**src/logic/chip_cfg.svh**
```systemverilog
`ifndef CHIP_CFG_SVH
`define CHIP_CFG_SVH

// Serial line
`define UART_BIT_CYCLES 8

// Transmit FIFO entries, also the core's starting credit count
`define UART_TX_DEPTH 4

// Instruction memory, 64 words
`define IMEM_ADDR_BITS 6

// Loader and UART stay in reset this many cycles after chip_reset
`define RESET_HOLD 15

`endif

```
**src/logic/chip_pkg.sv**
```systemverilog
`include "chip_cfg.svh"

package chip_pkg;

	typedef enum logic [3:0] {
		OP_NOP  = 4'd0,
		OP_LI   = 4'd1,
		OP_ADD  = 4'd2,
		OP_SUB  = 4'd3,
		OP_XOR  = 4'd4,
		OP_OUT  = 4'd5,
		OP_HALT = 4'd15
	} opcode_e;

	typedef struct packed {
		opcode_e opcode;
		logic [3:0] rd;
		logic [3:0] rs1;
		logic [3:0] rs2;
		logic [15:0] unused;
	} instr_reg_t;

	typedef struct packed {
		opcode_e opcode;
		logic [3:0] rd;
		logic [7:0] unused;
		logic [15:0] imm;
	} instr_imm_t;

	// Same word, two decodings
	typedef union packed {
		instr_reg_t r;
		instr_imm_t i;
	} instr_u;

	typedef struct packed {
		logic [`IMEM_ADDR_BITS-1:0] addr;
		logic [31:0] data;
		logic valid;
	} imem_wr_t;

	typedef struct packed {
		logic loading;
		logic loaded;
		logic halted;
		logic rx_lost;
	} chip_status_t;

endpackage

```
**src/logic/chip.sv**
```systemverilog
`timescale 1ns/1ps
`include "chip_cfg.svh"

module chip (
	input logic clk,
	input logic chip_reset,
	input logic uart_rx,
	output logic uart_tx,
	output chip_pkg::chip_status_t status
);

	import chip_pkg::*;

	localparam int HOLD_BITS = $clog2(`RESET_HOLD + 1);

	logic [HOLD_BITS-1:0] reset_count;
	logic loader_reset, uart_reset, core_reset;
	logic [7:0] rx_data;
	logic rx_valid, rx_lost;
	logic tx_push, tx_credit;
	logic [7:0] tx_data;
	imem_wr_t imem_wr;
	logic [`IMEM_ADDR_BITS-1:0] rd_addr;
	logic [31:0] rd_data;
	logic loaded, halted;

	always_ff @(posedge clk) begin
		if (chip_reset)
			reset_count <= HOLD_BITS'(`RESET_HOLD);
		else if (reset_count != 0)
			reset_count <= reset_count - 1'b1;
	end

	assign loader_reset = (reset_count != 0);
	assign uart_reset = (reset_count != 0);
	assign core_reset = !loaded; // Core runs once the program is in

	assign status = '{
		loading: !loader_reset && !loaded,
		loaded: loaded,
		halted: halted,
		rx_lost: rx_lost
	};

	uart_link uart_i (
		.clk(clk),
		.reset(uart_reset),
		.rx(uart_rx),
		.tx(uart_tx),
		.rx_data(rx_data),
		.rx_valid(rx_valid),
		.lost(rx_lost),
		.tx_push(tx_push),
		.tx_data(tx_data),
		.tx_credit(tx_credit)
	);

	program_loader loader_i (
		.clk(clk),
		.reset(loader_reset),
		.rx_data(rx_data),
		.rx_valid(rx_valid),
		.imem_wr(imem_wr),
		.loaded(loaded)
	);

	inst_mem imem_i (
		.clk(clk),
		.wr(imem_wr),
		.rd_addr(rd_addr),
		.rd_data(rd_data)
	);

	core core_i (
		.clk(clk),
		.reset(core_reset),
		.rd_addr(rd_addr),
		.rd_data(rd_data),
		.tx_push(tx_push),
		.tx_data(tx_data),
		.tx_credit(tx_credit),
		.halted(halted)
	);

endmodule

```
**src/logic/core.sv**
```systemverilog
`timescale 1ns/1ps
`include "chip_cfg.svh"

module core (
	input logic clk,
	input logic reset,
	output logic [`IMEM_ADDR_BITS-1:0] rd_addr,
	input logic [31:0] rd_data,
	output logic tx_push,
	output logic [7:0] tx_data,
	input logic tx_credit,
	output logic halted
);

	import chip_pkg::*;

	localparam int CRED_BITS = $clog2(`UART_TX_DEPTH + 1);
	localparam logic [CRED_BITS-1:0] CRED_INIT = CRED_BITS'(`UART_TX_DEPTH);

	localparam logic [1:0] S_FETCH = 2'd0;
	localparam logic [1:0] S_WAIT = 2'd1;
	localparam logic [1:0] S_EXEC = 2'd2;

	logic [1:0] state;
	logic [`IMEM_ADDR_BITS-1:0] pc;
	logic [15:0] regs [16];
	instr_u ir;
	logic [CRED_BITS-1:0] credits;
	logic exec, is_out, is_halt, out_stall;
	logic wr_en;
	logic [15:0] wr_val;

	assign rd_addr = pc;

	assign exec = (state == S_EXEC) && !halted;
	assign is_out = exec && (ir.r.opcode == OP_OUT);
	assign is_halt = exec && (ir.r.opcode == OP_HALT);
	assign out_stall = is_out && (credits == 0); // Wait for a credit
	assign tx_push = is_out && (credits != 0);
	assign tx_data = regs[ir.r.rd][7:0];

	always_comb begin
		wr_en = 1'b0;
		wr_val = '0;
		if (exec) begin
			case (ir.r.opcode)
				OP_LI: begin
					wr_en = 1'b1;
					wr_val = ir.i.imm;
				end
				OP_ADD: begin
					wr_en = 1'b1;
					wr_val = regs[ir.r.rs1] + regs[ir.r.rs2];
				end
				OP_SUB: begin
					wr_en = 1'b1;
					wr_val = regs[ir.r.rs1] - regs[ir.r.rs2]; // Wraps at 16 bits
				end
				OP_XOR: begin
					wr_en = 1'b1;
					wr_val = regs[ir.r.rs1] ^ regs[ir.r.rs2];
				end
				default: ;
			endcase
		end
	end

	always_ff @(posedge clk) begin
		if (wr_en)
			regs[ir.r.rd] <= wr_val;
	end

	always_ff @(posedge clk) begin
		if (state == S_WAIT)
			ir <= rd_data;
	end

	always_ff @(posedge clk) begin
		if (reset) begin
			state <= S_FETCH;
			pc <= '0;
			halted <= 1'b0;
			credits <= CRED_INIT;
		end else begin
			credits <= credits + CRED_BITS'(tx_credit) - CRED_BITS'(tx_push);
			case (state)
				S_FETCH: state <= S_WAIT;
				S_WAIT: state <= S_EXEC;
				default: begin
					if (is_halt)
						halted <= 1'b1; // Stays in EXEC, frozen
					else if (exec && !out_stall) begin
						pc <= pc + 1'b1;
						state <= S_FETCH;
					end
				end
			endcase
		end
	end

	// Credits come back from the UART FIFO, never more than were given
	a_credit_bound: assert property (@(posedge clk) disable iff (reset)
		credits <= CRED_INIT);

endmodule

```
**src/logic/inst_mem.sv**
```systemverilog
`timescale 1ns/1ps
`include "chip_cfg.svh"

module inst_mem (
	input logic clk,
	input chip_pkg::imem_wr_t wr,
	input logic [`IMEM_ADDR_BITS-1:0] rd_addr,
	output logic [31:0] rd_data
);

	localparam int DEPTH = 2 ** `IMEM_ADDR_BITS;

	logic [31:0] mem [DEPTH];

	always_ff @(posedge clk) begin
		if (wr.valid)
			mem[wr.addr] <= wr.data;
	end

	// One cycle read latency
	always_ff @(posedge clk) begin
		rd_data <= mem[rd_addr];
	end

endmodule

```
**src/logic/program_loader.sv**
```systemverilog
`timescale 1ns/1ps
`include "chip_cfg.svh"

module program_loader (
	input logic clk,
	input logic reset,
	input logic [7:0] rx_data,
	input logic rx_valid,
	output chip_pkg::imem_wr_t imem_wr,
	output logic loaded
);

	localparam logic [1:0] LD_COUNT = 2'd0;
	localparam logic [1:0] LD_BYTES = 2'd1;
	localparam logic [1:0] LD_DONE = 2'd2;

	logic [1:0] state;
	logic [7:0] n_words;
	logic [7:0] word_cnt;
	logic [1:0] byte_idx;
	logic [23:0] word_sh; // First three bytes of a word
	logic [`IMEM_ADDR_BITS-1:0] wr_addr;
	logic [31:0] wr_data;
	logic wr_valid;
	logic word_done;

	assign word_done = (state == LD_BYTES) && rx_valid && (byte_idx == 2'd3);

	always_ff @(posedge clk) begin
		if (reset) begin
			state <= LD_COUNT;
			word_cnt <= '0;
			byte_idx <= '0;
			wr_valid <= 1'b0;
		end else begin
			wr_valid <= word_done;
			case (state)
				LD_COUNT: begin
					if (rx_valid) begin
						word_cnt <= '0;
						byte_idx <= '0;
						state <= (rx_data == 8'd0) ? LD_DONE : LD_BYTES;
					end
				end
				LD_BYTES: begin
					if (rx_valid) begin
						byte_idx <= byte_idx + 1'b1;
						if (byte_idx == 2'd3) begin
							word_cnt <= word_cnt + 1'b1;
							if (word_cnt == n_words - 1'b1)
								state <= LD_DONE;
						end
					end
				end
				default: ;
			endcase
		end
	end

	always_ff @(posedge clk) begin
		if (state == LD_COUNT && rx_valid)
			n_words <= rx_data;
		if (state == LD_BYTES && rx_valid)
			word_sh <= {rx_data, word_sh[23:8]};
		if (word_done) begin
			wr_data <= {rx_data, word_sh};
			wr_addr <= word_cnt[`IMEM_ADDR_BITS-1:0];
		end
	end

	assign imem_wr = '{addr: wr_addr, data: wr_data, valid: wr_valid};

	// Last write still in flight on the first DONE cycle
	assign loaded = (state == LD_DONE) && !wr_valid;

	a_no_write_after_loaded: assert property (@(posedge clk) disable iff (reset)
		loaded |=> loaded && !imem_wr.valid);

endmodule

```
**src/logic/uart_link.sv**
```systemverilog
`timescale 1ns/1ps
`include "chip_cfg.svh"

module uart_link (
	input logic clk,
	input logic reset,
	input logic rx,
	output logic tx,
	output logic [7:0] rx_data,
	output logic rx_valid,
	output logic lost,
	input logic tx_push,
	input logic [7:0] tx_data,
	output logic tx_credit
);

	localparam int CYC_BITS = $clog2(`UART_BIT_CYCLES);
	localparam int PTR_BITS = $clog2(`UART_TX_DEPTH);
	localparam int CNT_BITS = $clog2(`UART_TX_DEPTH + 1);
	localparam logic [CYC_BITS-1:0] BIT_LAST = CYC_BITS'(`UART_BIT_CYCLES - 1);
	localparam logic [CYC_BITS-1:0] HALF_LAST = CYC_BITS'(`UART_BIT_CYCLES / 2 - 1);
	localparam logic [PTR_BITS-1:0] PTR_LAST = PTR_BITS'(`UART_TX_DEPTH - 1);
	localparam logic [CNT_BITS-1:0] FIFO_FULL = CNT_BITS'(`UART_TX_DEPTH);

	localparam logic [1:0] RX_IDLE = 2'd0;
	localparam logic [1:0] RX_START = 2'd1;
	localparam logic [1:0] RX_DATA = 2'd2;
	localparam logic [1:0] RX_STOP = 2'd3;

	logic rx_meta, rx_sync;
	logic [1:0] rx_state;
	logic [CYC_BITS-1:0] rx_cyc;
	logic [2:0] rx_bit;
	logic [7:0] rx_shift;

	logic [7:0] fifo_mem [`UART_TX_DEPTH];
	logic [PTR_BITS-1:0] wr_ptr, rd_ptr;
	logic [CNT_BITS-1:0] fifo_count;
	logic [9:0] tx_shift;
	logic [3:0] tx_bits; // Bits left in the frame
	logic [CYC_BITS-1:0] tx_cyc;
	logic tx_ready, pop;

	always_ff @(posedge clk) begin
		if (reset) begin
			rx_meta <= 1'b1;
			rx_sync <= 1'b1;
			rx_state <= RX_IDLE;
			rx_cyc <= '0;
			rx_bit <= '0;
			rx_valid <= 1'b0;
			lost <= 1'b0;
		end else begin
			rx_meta <= rx;
			rx_sync <= rx_meta;
			rx_valid <= 1'b0;
			case (rx_state)
				RX_IDLE: begin
					if (!rx_sync) begin
						rx_state <= RX_START;
						rx_cyc <= HALF_LAST;
					end
				end
				RX_START: begin
					if (rx_cyc != 0)
						rx_cyc <= rx_cyc - 1'b1;
					else if (rx_sync)
						rx_state <= RX_IDLE; // Glitch, not a start bit
					else begin
						rx_state <= RX_DATA;
						rx_cyc <= BIT_LAST;
						rx_bit <= '0;
					end
				end
				RX_DATA: begin
					if (rx_cyc != 0)
						rx_cyc <= rx_cyc - 1'b1;
					else begin
						rx_cyc <= BIT_LAST;
						rx_bit <= rx_bit + 1'b1;
						if (rx_bit == 3'd7)
							rx_state <= RX_STOP;
					end
				end
				default: begin
					if (rx_cyc != 0)
						rx_cyc <= rx_cyc - 1'b1;
					else begin
						rx_state <= RX_IDLE;
						if (rx_sync)
							rx_valid <= 1'b1;
						else
							lost <= 1'b1; // Framing error, sticky
					end
				end
			endcase
		end
	end

	always_ff @(posedge clk) begin
		if (rx_state == RX_DATA && rx_cyc == 0)
			rx_shift <= {rx_sync, rx_shift[7:1]}; // LSB first
	end

	assign rx_data = rx_shift;

	// Load next byte on the last cycle of a stop bit, frames back to back
	assign tx_ready = (tx_bits == 0) || (tx_bits == 4'd1 && tx_cyc == 0);
	assign pop = tx_ready && (fifo_count != 0);
	assign tx_credit = pop;

	always_ff @(posedge clk) begin
		if (reset) begin
			wr_ptr <= '0;
			rd_ptr <= '0;
			fifo_count <= '0;
		end else begin
			if (tx_push)
				wr_ptr <= (wr_ptr == PTR_LAST) ? '0 : wr_ptr + 1'b1;
			if (pop)
				rd_ptr <= (rd_ptr == PTR_LAST) ? '0 : rd_ptr + 1'b1;
			fifo_count <= fifo_count + CNT_BITS'(tx_push) - CNT_BITS'(pop);
		end
	end

	always_ff @(posedge clk) begin
		if (tx_push)
			fifo_mem[wr_ptr] <= tx_data;
	end

	always_ff @(posedge clk) begin
		if (reset) begin
			tx_shift <= '1; // Line idles high
			tx_bits <= '0;
			tx_cyc <= '0;
		end else if (pop) begin
			tx_shift <= {1'b1, fifo_mem[rd_ptr], 1'b0};
			tx_bits <= 4'd10;
			tx_cyc <= BIT_LAST;
		end else if (tx_bits != 0) begin
			if (tx_cyc == 0) begin
				tx_shift <= {1'b1, tx_shift[9:1]};
				tx_bits <= tx_bits - 1'b1;
				tx_cyc <= BIT_LAST;
			end else
				tx_cyc <= tx_cyc - 1'b1;
		end
	end

	assign tx = tx_shift[0];

	// Core credit accounting must keep the FIFO from overflowing
	a_no_push_full: assert property (@(posedge clk) disable iff (reset)
		tx_push |-> fifo_count != FIFO_FULL);

endmodule

```
**config.mk**
```make
export PLATFORM = sky130hd
export DESIGN_NAME = chip
export DESIGN_NICKNAME = d
export VERILOG_FILES = /design/src/logic/chip_pkg.sv /design/src/logic/chip.sv /design/src/logic/core.sv /design/src/logic/inst_mem.sv /design/src/logic/program_loader.sv /design/src/logic/uart_link.sv
export VERILOG_INCLUDE_DIRS = /design/src /design/src/logic
export SDC_FILE = /design/constraint.sdc
export NUM_CORES = 2
export LEC_CHECK = 0
export ABC_AREA = 1
export BUFFER_PORTS_ARGS = -buffer_cell sky130_fd_sc_hd__buf_2
export CORE_MARGIN = 1.5
export CORE_UTILIZATION = 30
export DETAILED_ROUTE_END_ITERATION = 10
export GPL_TIMING_DRIVEN = 0
export PLACE_DENSITY = 0.49
export SETUP_SLACK_MARGIN = 0.15
export SLEW_MARGIN = 30
export SYNTH_ARGS = -nofsm -noshare
export SYNTH_HDL_FRONTEND = slang
export SYNTH_SLANG_ARGS = --single-unit
```
**constraint.sdc**
```tcl
create_clock -name clk -period 7.4 [get_ports clk]
set_input_delay 0.37 -clock clk [delete_from_list [all_inputs] [get_ports clk]]
set_output_delay 0.37 -clock clk [all_outputs]
set_load 0.1 [all_outputs]
```
**Yosys cells after proc, flatten, opt, wreduce, memory -nomap -nowiden**

Memories as Yosys holds them, arrays and structs flattened. A register that Yosys moved wholly into a read port is not among the register bits.
Index checks and enable logic that the tools add are counted.

- $add $sub $neg: 17
- Multiply operators: 0
- Div/mod/pow operators: 0
- Order comparisons: 0
- Eq/ne operators: 30
- Shifts and indexed selects: 0
- Mux-type cells: 60
- Bitwise logic cells: 6
- Reduce and logical (&&, ||, !) cells: 56

Operators by type and width:

| kind | count |
|---|---|
| $pmux W16 S4 | 1 |
| $mux W2 | 19 |
| $mux W3 | 11 |
| $mux W9 | 3 |
| $mux W4 | 6 |
| $mux W8 | 3 |
| $ne A2 B2 Y1 const B | 9 |
| $add A16 B16 Y16 | 1 |
| $mux W16 | 1 |
| $pmux W8 S2 | 1 |
| $sub A16 B16 Y16 | 1 |
| $xor A16 B16 Y16 | 1 |
| $logic_and A1 B1 Y1 | 14 |
| $eq A2 B2 Y1 const B | 6 |
| $pmux W2 S2 | 3 |
| $reduce_and A3 Y1 | 4 |
| $reduce_bool A3 Y1 | 4 |
| $reduce_bool A4 Y1 | 3 |
| $reduce_and A5 Y1 | 2 |
| $logic_not A3 Y1 | 3 |
| $mux W1 | 9 |
| $pmux W3 S3 | 1 |
| $add A8 B1 Y8 const B | 1 |
| $eq A4 B1 Y1 const B | 2 |
| other kinds (31) | 60 |

- Register bits after elaboration: 174
- Bits in latches: 0
- Bits in writable memories: 2,336
- Memory bits (read-only): 0
- Bits of input ports: 3
- Output and inout bits: 5
- Logic and storage cells: 201
- Memories kept: 3

Memories:

| name | words | width | rd ports | clocked after Yosys merged registers in | wr ports | RTL line | text |
|---|---|---|---|---|---|---|---|
| imem_i.mem | 64 | 32 | 1 | 1 | 1 | inst_mem.sv:13 | `logic [31:0] mem [DEPTH];` |
| core_i.regs | 16 | 16 | 3 | 3 | 1 | core.sv:26 | `logic [15:0] regs [16];` |
| uart_i.fifo_mem | 4 | 8 | 1 | 1 | 1 | uart_link.sv:36 | `` logic [7:0] fifo_mem [`UART_TX_DEPTH]; `` |

**Logic depth before layout (Yosys ltp)**

- Depth after elaboration: 9
- Gate-level depth with buffers: 26
- Mapped depth without buffers: 24

**By module**

From an unflattened synthesis, not the netlist that was laid out.

- Cell total of the unflattened synthesis: 8,639
- Area, all modules: 99,794.5 µm²

Modules (own cells, without submodules):

| module | instances | cells an instance | area an instance (µm²) | seq. area each (µm²) |
|---|---|---|---|---|
| inst_mem | 1 | 6,769 | 82,738.1 | 62,139.6 |
| core | 1 | 1,228 | 10,181.0 | 5,044.8 |
| uart_link | 1 | 381 | 3,582.2 | 1,941.9 |
| program_loader | 1 | 225 | 3,051.7 | 2,362.3 |
| chip | 1 | 36 | 241.5 | 80.1 |

**Worst setup path before layout**

Ideal clock, no wire load.

- Kind: reg2reg
- Start point: register (tool-made name)
- End point: memory core_i.regs[0][6] (data pin)
- Library setup time: 302 ps
- Arrival: 3,372 ps
- Required time: 7,098 ps
- Path slack: 3,725 ps
- Stages on the path, launching flop included: 23
- Buffers on the path: 4
- Clock period less this slack: 3,675 ps
- Cell sequence: dfxtp_1 -> buf_2 -> buf_2 -> clkbuf_1 -> buf_2 -> nand2_1 -> o211ai_1 -> nand3_1 -> nand3_1 -> o21ai_0 -> inv_1 -> ha_1 -> inv_1 -> fa_1 -> a21oi_1 -> o21ai_0 -> nand2_1 -> inv_1 -> nor2_1 -> nor2_1 -> o21ai_0 -> nand3_1 -> a31oi_1

RTL lines:

| item | RTL line |
|---|---|
| to (decl) | core.sv:26 |

==> impl_metrics.yaml <==
cts:
  numCtsBuffers: 199
  clk_latency_ps: 890
  clk_pin_slew_ps: 60
  cts_tree: "done"
  cts_max_level: 4
  cts_root_buf: "clkbuf_16"
  clock-sinks: 1892
  ctsResizeCount: 0
  clockBufferDepth: 3
sta:
  rsz0062_at_grt: "false"
  slew_viol_final: 0
  setup_tns_ps: 0
  fin_crit_sh_pct: 66.4
  fin_skew_ps: 76.6
  fmax_ghz: 0.203
  max-slew-margin-rel_pct: 25.4
  setup_viol: 0
  fin_crit_ps: 4920
  worstMarginPinSlew_ps: 1120
  finalHoldViolations: 0
detailed_routing:
  drt_first_pass_iters: 8
  vias: 56000
  detail_route.wl_per_cell_um: 31.6
  drc: 0
  ant_nets: 0
  viasPerCell: 5.58
  drt-initial-drc-count: 7984
  wirelength_mm: 317
grt:
  antenna_found_initial: 21
  grt_pass1_wl_mm: 429
  grt_pass1_vias: 52100
  grt_usage_pct: 24.0
  grt_max_degree: 32
  overflow: 0
floorplanning:
  core-area_mm2: 0.252
  ios: 8
  die_width_um: 507
  start_util_pct: 30.2
  row_count: 184
  dieArea_mm2: 0.257
  die_y_um: 507
synthesis:
  yosys.area.top_type_share_pct: 70.6
  syn_inst: 6065
  syn-cell-area_mm2: 0.0761
  async_flop_share_pct: 0
  yosys-top-cells-count: "edfxtp_1, nor2_1, o21ai_0"
  synthesis.nets: 6107
  ys_ff_latch: 1892
  yosys_warnings: 0
  ys_types: 45
  synth_top_area_cell: "edfxtp_1"
  yosys-top-cells-area: "edfxtp_1, o21ai_0, nor2_1"
  syn_area_per_cell_um2: 12.6
  yosysSeqAreaShare_pct: 73.3
  yosysMostFrequentCell: "edfxtp_1"
  synthFlopType: "edfxtp_1"
  synth-edff-count: 1790
min_path:
  hold_path.class: "input port to flip-flop"
  whs_path_depth: 3
worst_setup_path:
  worstPathMaxFanout: 16
  cpPeakStageDelay_ps: 720
  reg2reg_depth: 19
  worstPathArrival_ps: 5450
  path_cells: "clkbuf_1 -> inv_1 -> nand3_1 -> nand2_1 -> inv_1 -> ha_1 -> o21ai_0 -> ha_1 -> nand3_1 -> nand2_1 -> nand2_1 -> nand2_1 -> a21oi_1 -> nor2_1 -> nor2_1 -> o21bai_1 -> nand3_1 -> nand3_1 -> a21oi_2"
  crit_required_ps: 7930
  crit_type: "flip-flop to flip-flop"
  end_kind: "flip-flop"
  cp-start-kind: "flip-flop"
  critPathSlowestCell: "clkbuf_1"
placed_design:
  io_buffers: 7
  routabilityCongestion: 0.927
  placed_area_mm2: 0.0858
  place_hpwl_mm: 228
final_layout:
  final_nets: 6560
  post-route-cell-area_mm2: 0.0924
  synthToLayoutAreaGrowth_pct: 21.4
  drive_gt1_share_pct: 11.6
power_and_ir_drop:
  power_density_mw_per_mm2: 234
  p_leak_nw: 34.6
  ir_drop_v: 0.000227
job:
  cap_viol_max_count: 0
status:
  status: "finished clean"
[flip-flops by register name, indices dropped and copies added, names as in the netlist, 3 cells and up, named ones only]
signal             cells
imem_i.mem          1536
core_i.regs          128
uart_i.fifo_mem       32
core_i.ir             24
imem_i.rd_data        24
loader_i.word_sh      24
loader_i.wr_data      24
uart_i.tx_shift        9
loader_i.n_words       8
loader_i.word_cnt      8
uart_i.rx_data         8
core_i.rd_addr         6
loader_i.wr_addr       6
reset_count            4
uart_i.tx_bits         4
core_i.credits         3
uart_i.fifo_count      3
uart_i.rx_bit          3
uart_i.rx_cyc          3
uart_i.tx_cyc          3
[kinds of logic after synthesis]
family / Yosys count / share of synthesized area (%)
xor gates and xnor gates: 29 / 0.334
adders and majority gates: 39 / 0.671
DFF: 1892 / 73.3
and+or+nand+nor: 1812 / 9.71
AOI/OAI and AO/OA: 1665 / 12.6
buffers and inverters: 628 / 3.37
[stage by stage]
stage	cells	power, mW	worst slack, ps	utilization, %	hold WS, ps
CTS	10000	21.8	2450	36.7	317
global route	10000	22.1	2090	36.7	351
detailed placement	9661	11.8	2510	34.1	395
floorplan	6065	11.8	3730	-	386
global placement	9420	11.8	1700	31.9	394
finish	10000	21.7	2480	36.7	368
[area by class of cell]
type | instances | area [um^2]
Inverter | 222 | 833
Antenna cell | 4 | 10.0
Fill cell | 24300 | 159000
Sequential cell | 1892 | 55800
Tap cell | 3348 | 4190
Timing Repair Buffer | 252 | 4930
Buffer | 406 | 1750
Clock buffer | 259 | 5360
Multi-Input combinational cell | 3545 | 18400
Clock inverter | 112 | 1200
[cell usage in the layout, fill, tap and decap left out, drive strengths merged]
cell	netlist	routed
a211oi	4	4
a21oi	177	177
a31oi	25	25
a32o	16	16
and3	1	1
buf	139	388
bufinv	0	15
clkbuf	267	527
clkinv	4	92
clkinvlp	0	3
dfxtp	102	102
diode	0	4
dlygate4sd3	0	2
edfxtp	1790	1790
fa	3	3
ha	36	36
inv	218	224
nand2	503	503
nand3	208	208
nand4	88	88
nor2	966	966
nor3	26	26
nor3b	3	3
nor4	5	5
o2111ai	1	1
o211a	2	2
o211ai	76	76
o21a	3	3
o21ai	944	944
o21bai	1	1
o221ai	165	165
o22ai	250	250
o311ai	1	1
or2	11	11
or3	1	1
xnor2	7	7
xor2	22	22
[worst paths after layout]
check	from	endpoint	slack, ps
max	flip-flop	core_i.regs[12][7]$_DFFE_PP_	2480
min	uart_rx	uart_i.rx_meta$_SDFF_PP1_	370
max reg2reg	flip-flop	core_i.regs[12][7]$_DFFE_PP_	2480
min reg2reg	imem_i.rd_data[0]$_DFF_P_	core_i.ir[0]$_DFFE_PP_	370
[routing by layer]
metal  GRT usage [%]  up-vias  share of wire [%]
li1                -    23400                  -
met1            32.4    28400                 40
met2            36.6     3449                 44
met3            5.28      691                 11
met4            11.3        8                5.3
met5               0        -              0.018
[critical path, delay by kind of cell (launching register included)]
family / cells / cell delay (ps)
buf+inv: 3 / 1480
compound gates: 4 / 1180
simple gates: 10 / 1070
fa+ha+maj: 2 / 530
flops: 1 / 310
[timing repair]
item	4_1_cts	5_1_grt
hold endpoints to repair	5	0
setup buffers	0	0
hold buffers	2	0
[report_power, final]
part | total [mW] | internal, mW | switching (mW) | leakage, nW
clock | 10.1 | 5.67 | 4.45 | 3.20
sequential | 11.5 | 11.5 | 0.00107 | 20.8
combinational | 0.00578 | 0.00274 | 0.00303 | 10.6
total | 21.7 | 17.2 | 4.45 | 34.6
(Power assumes the default switching activity.)
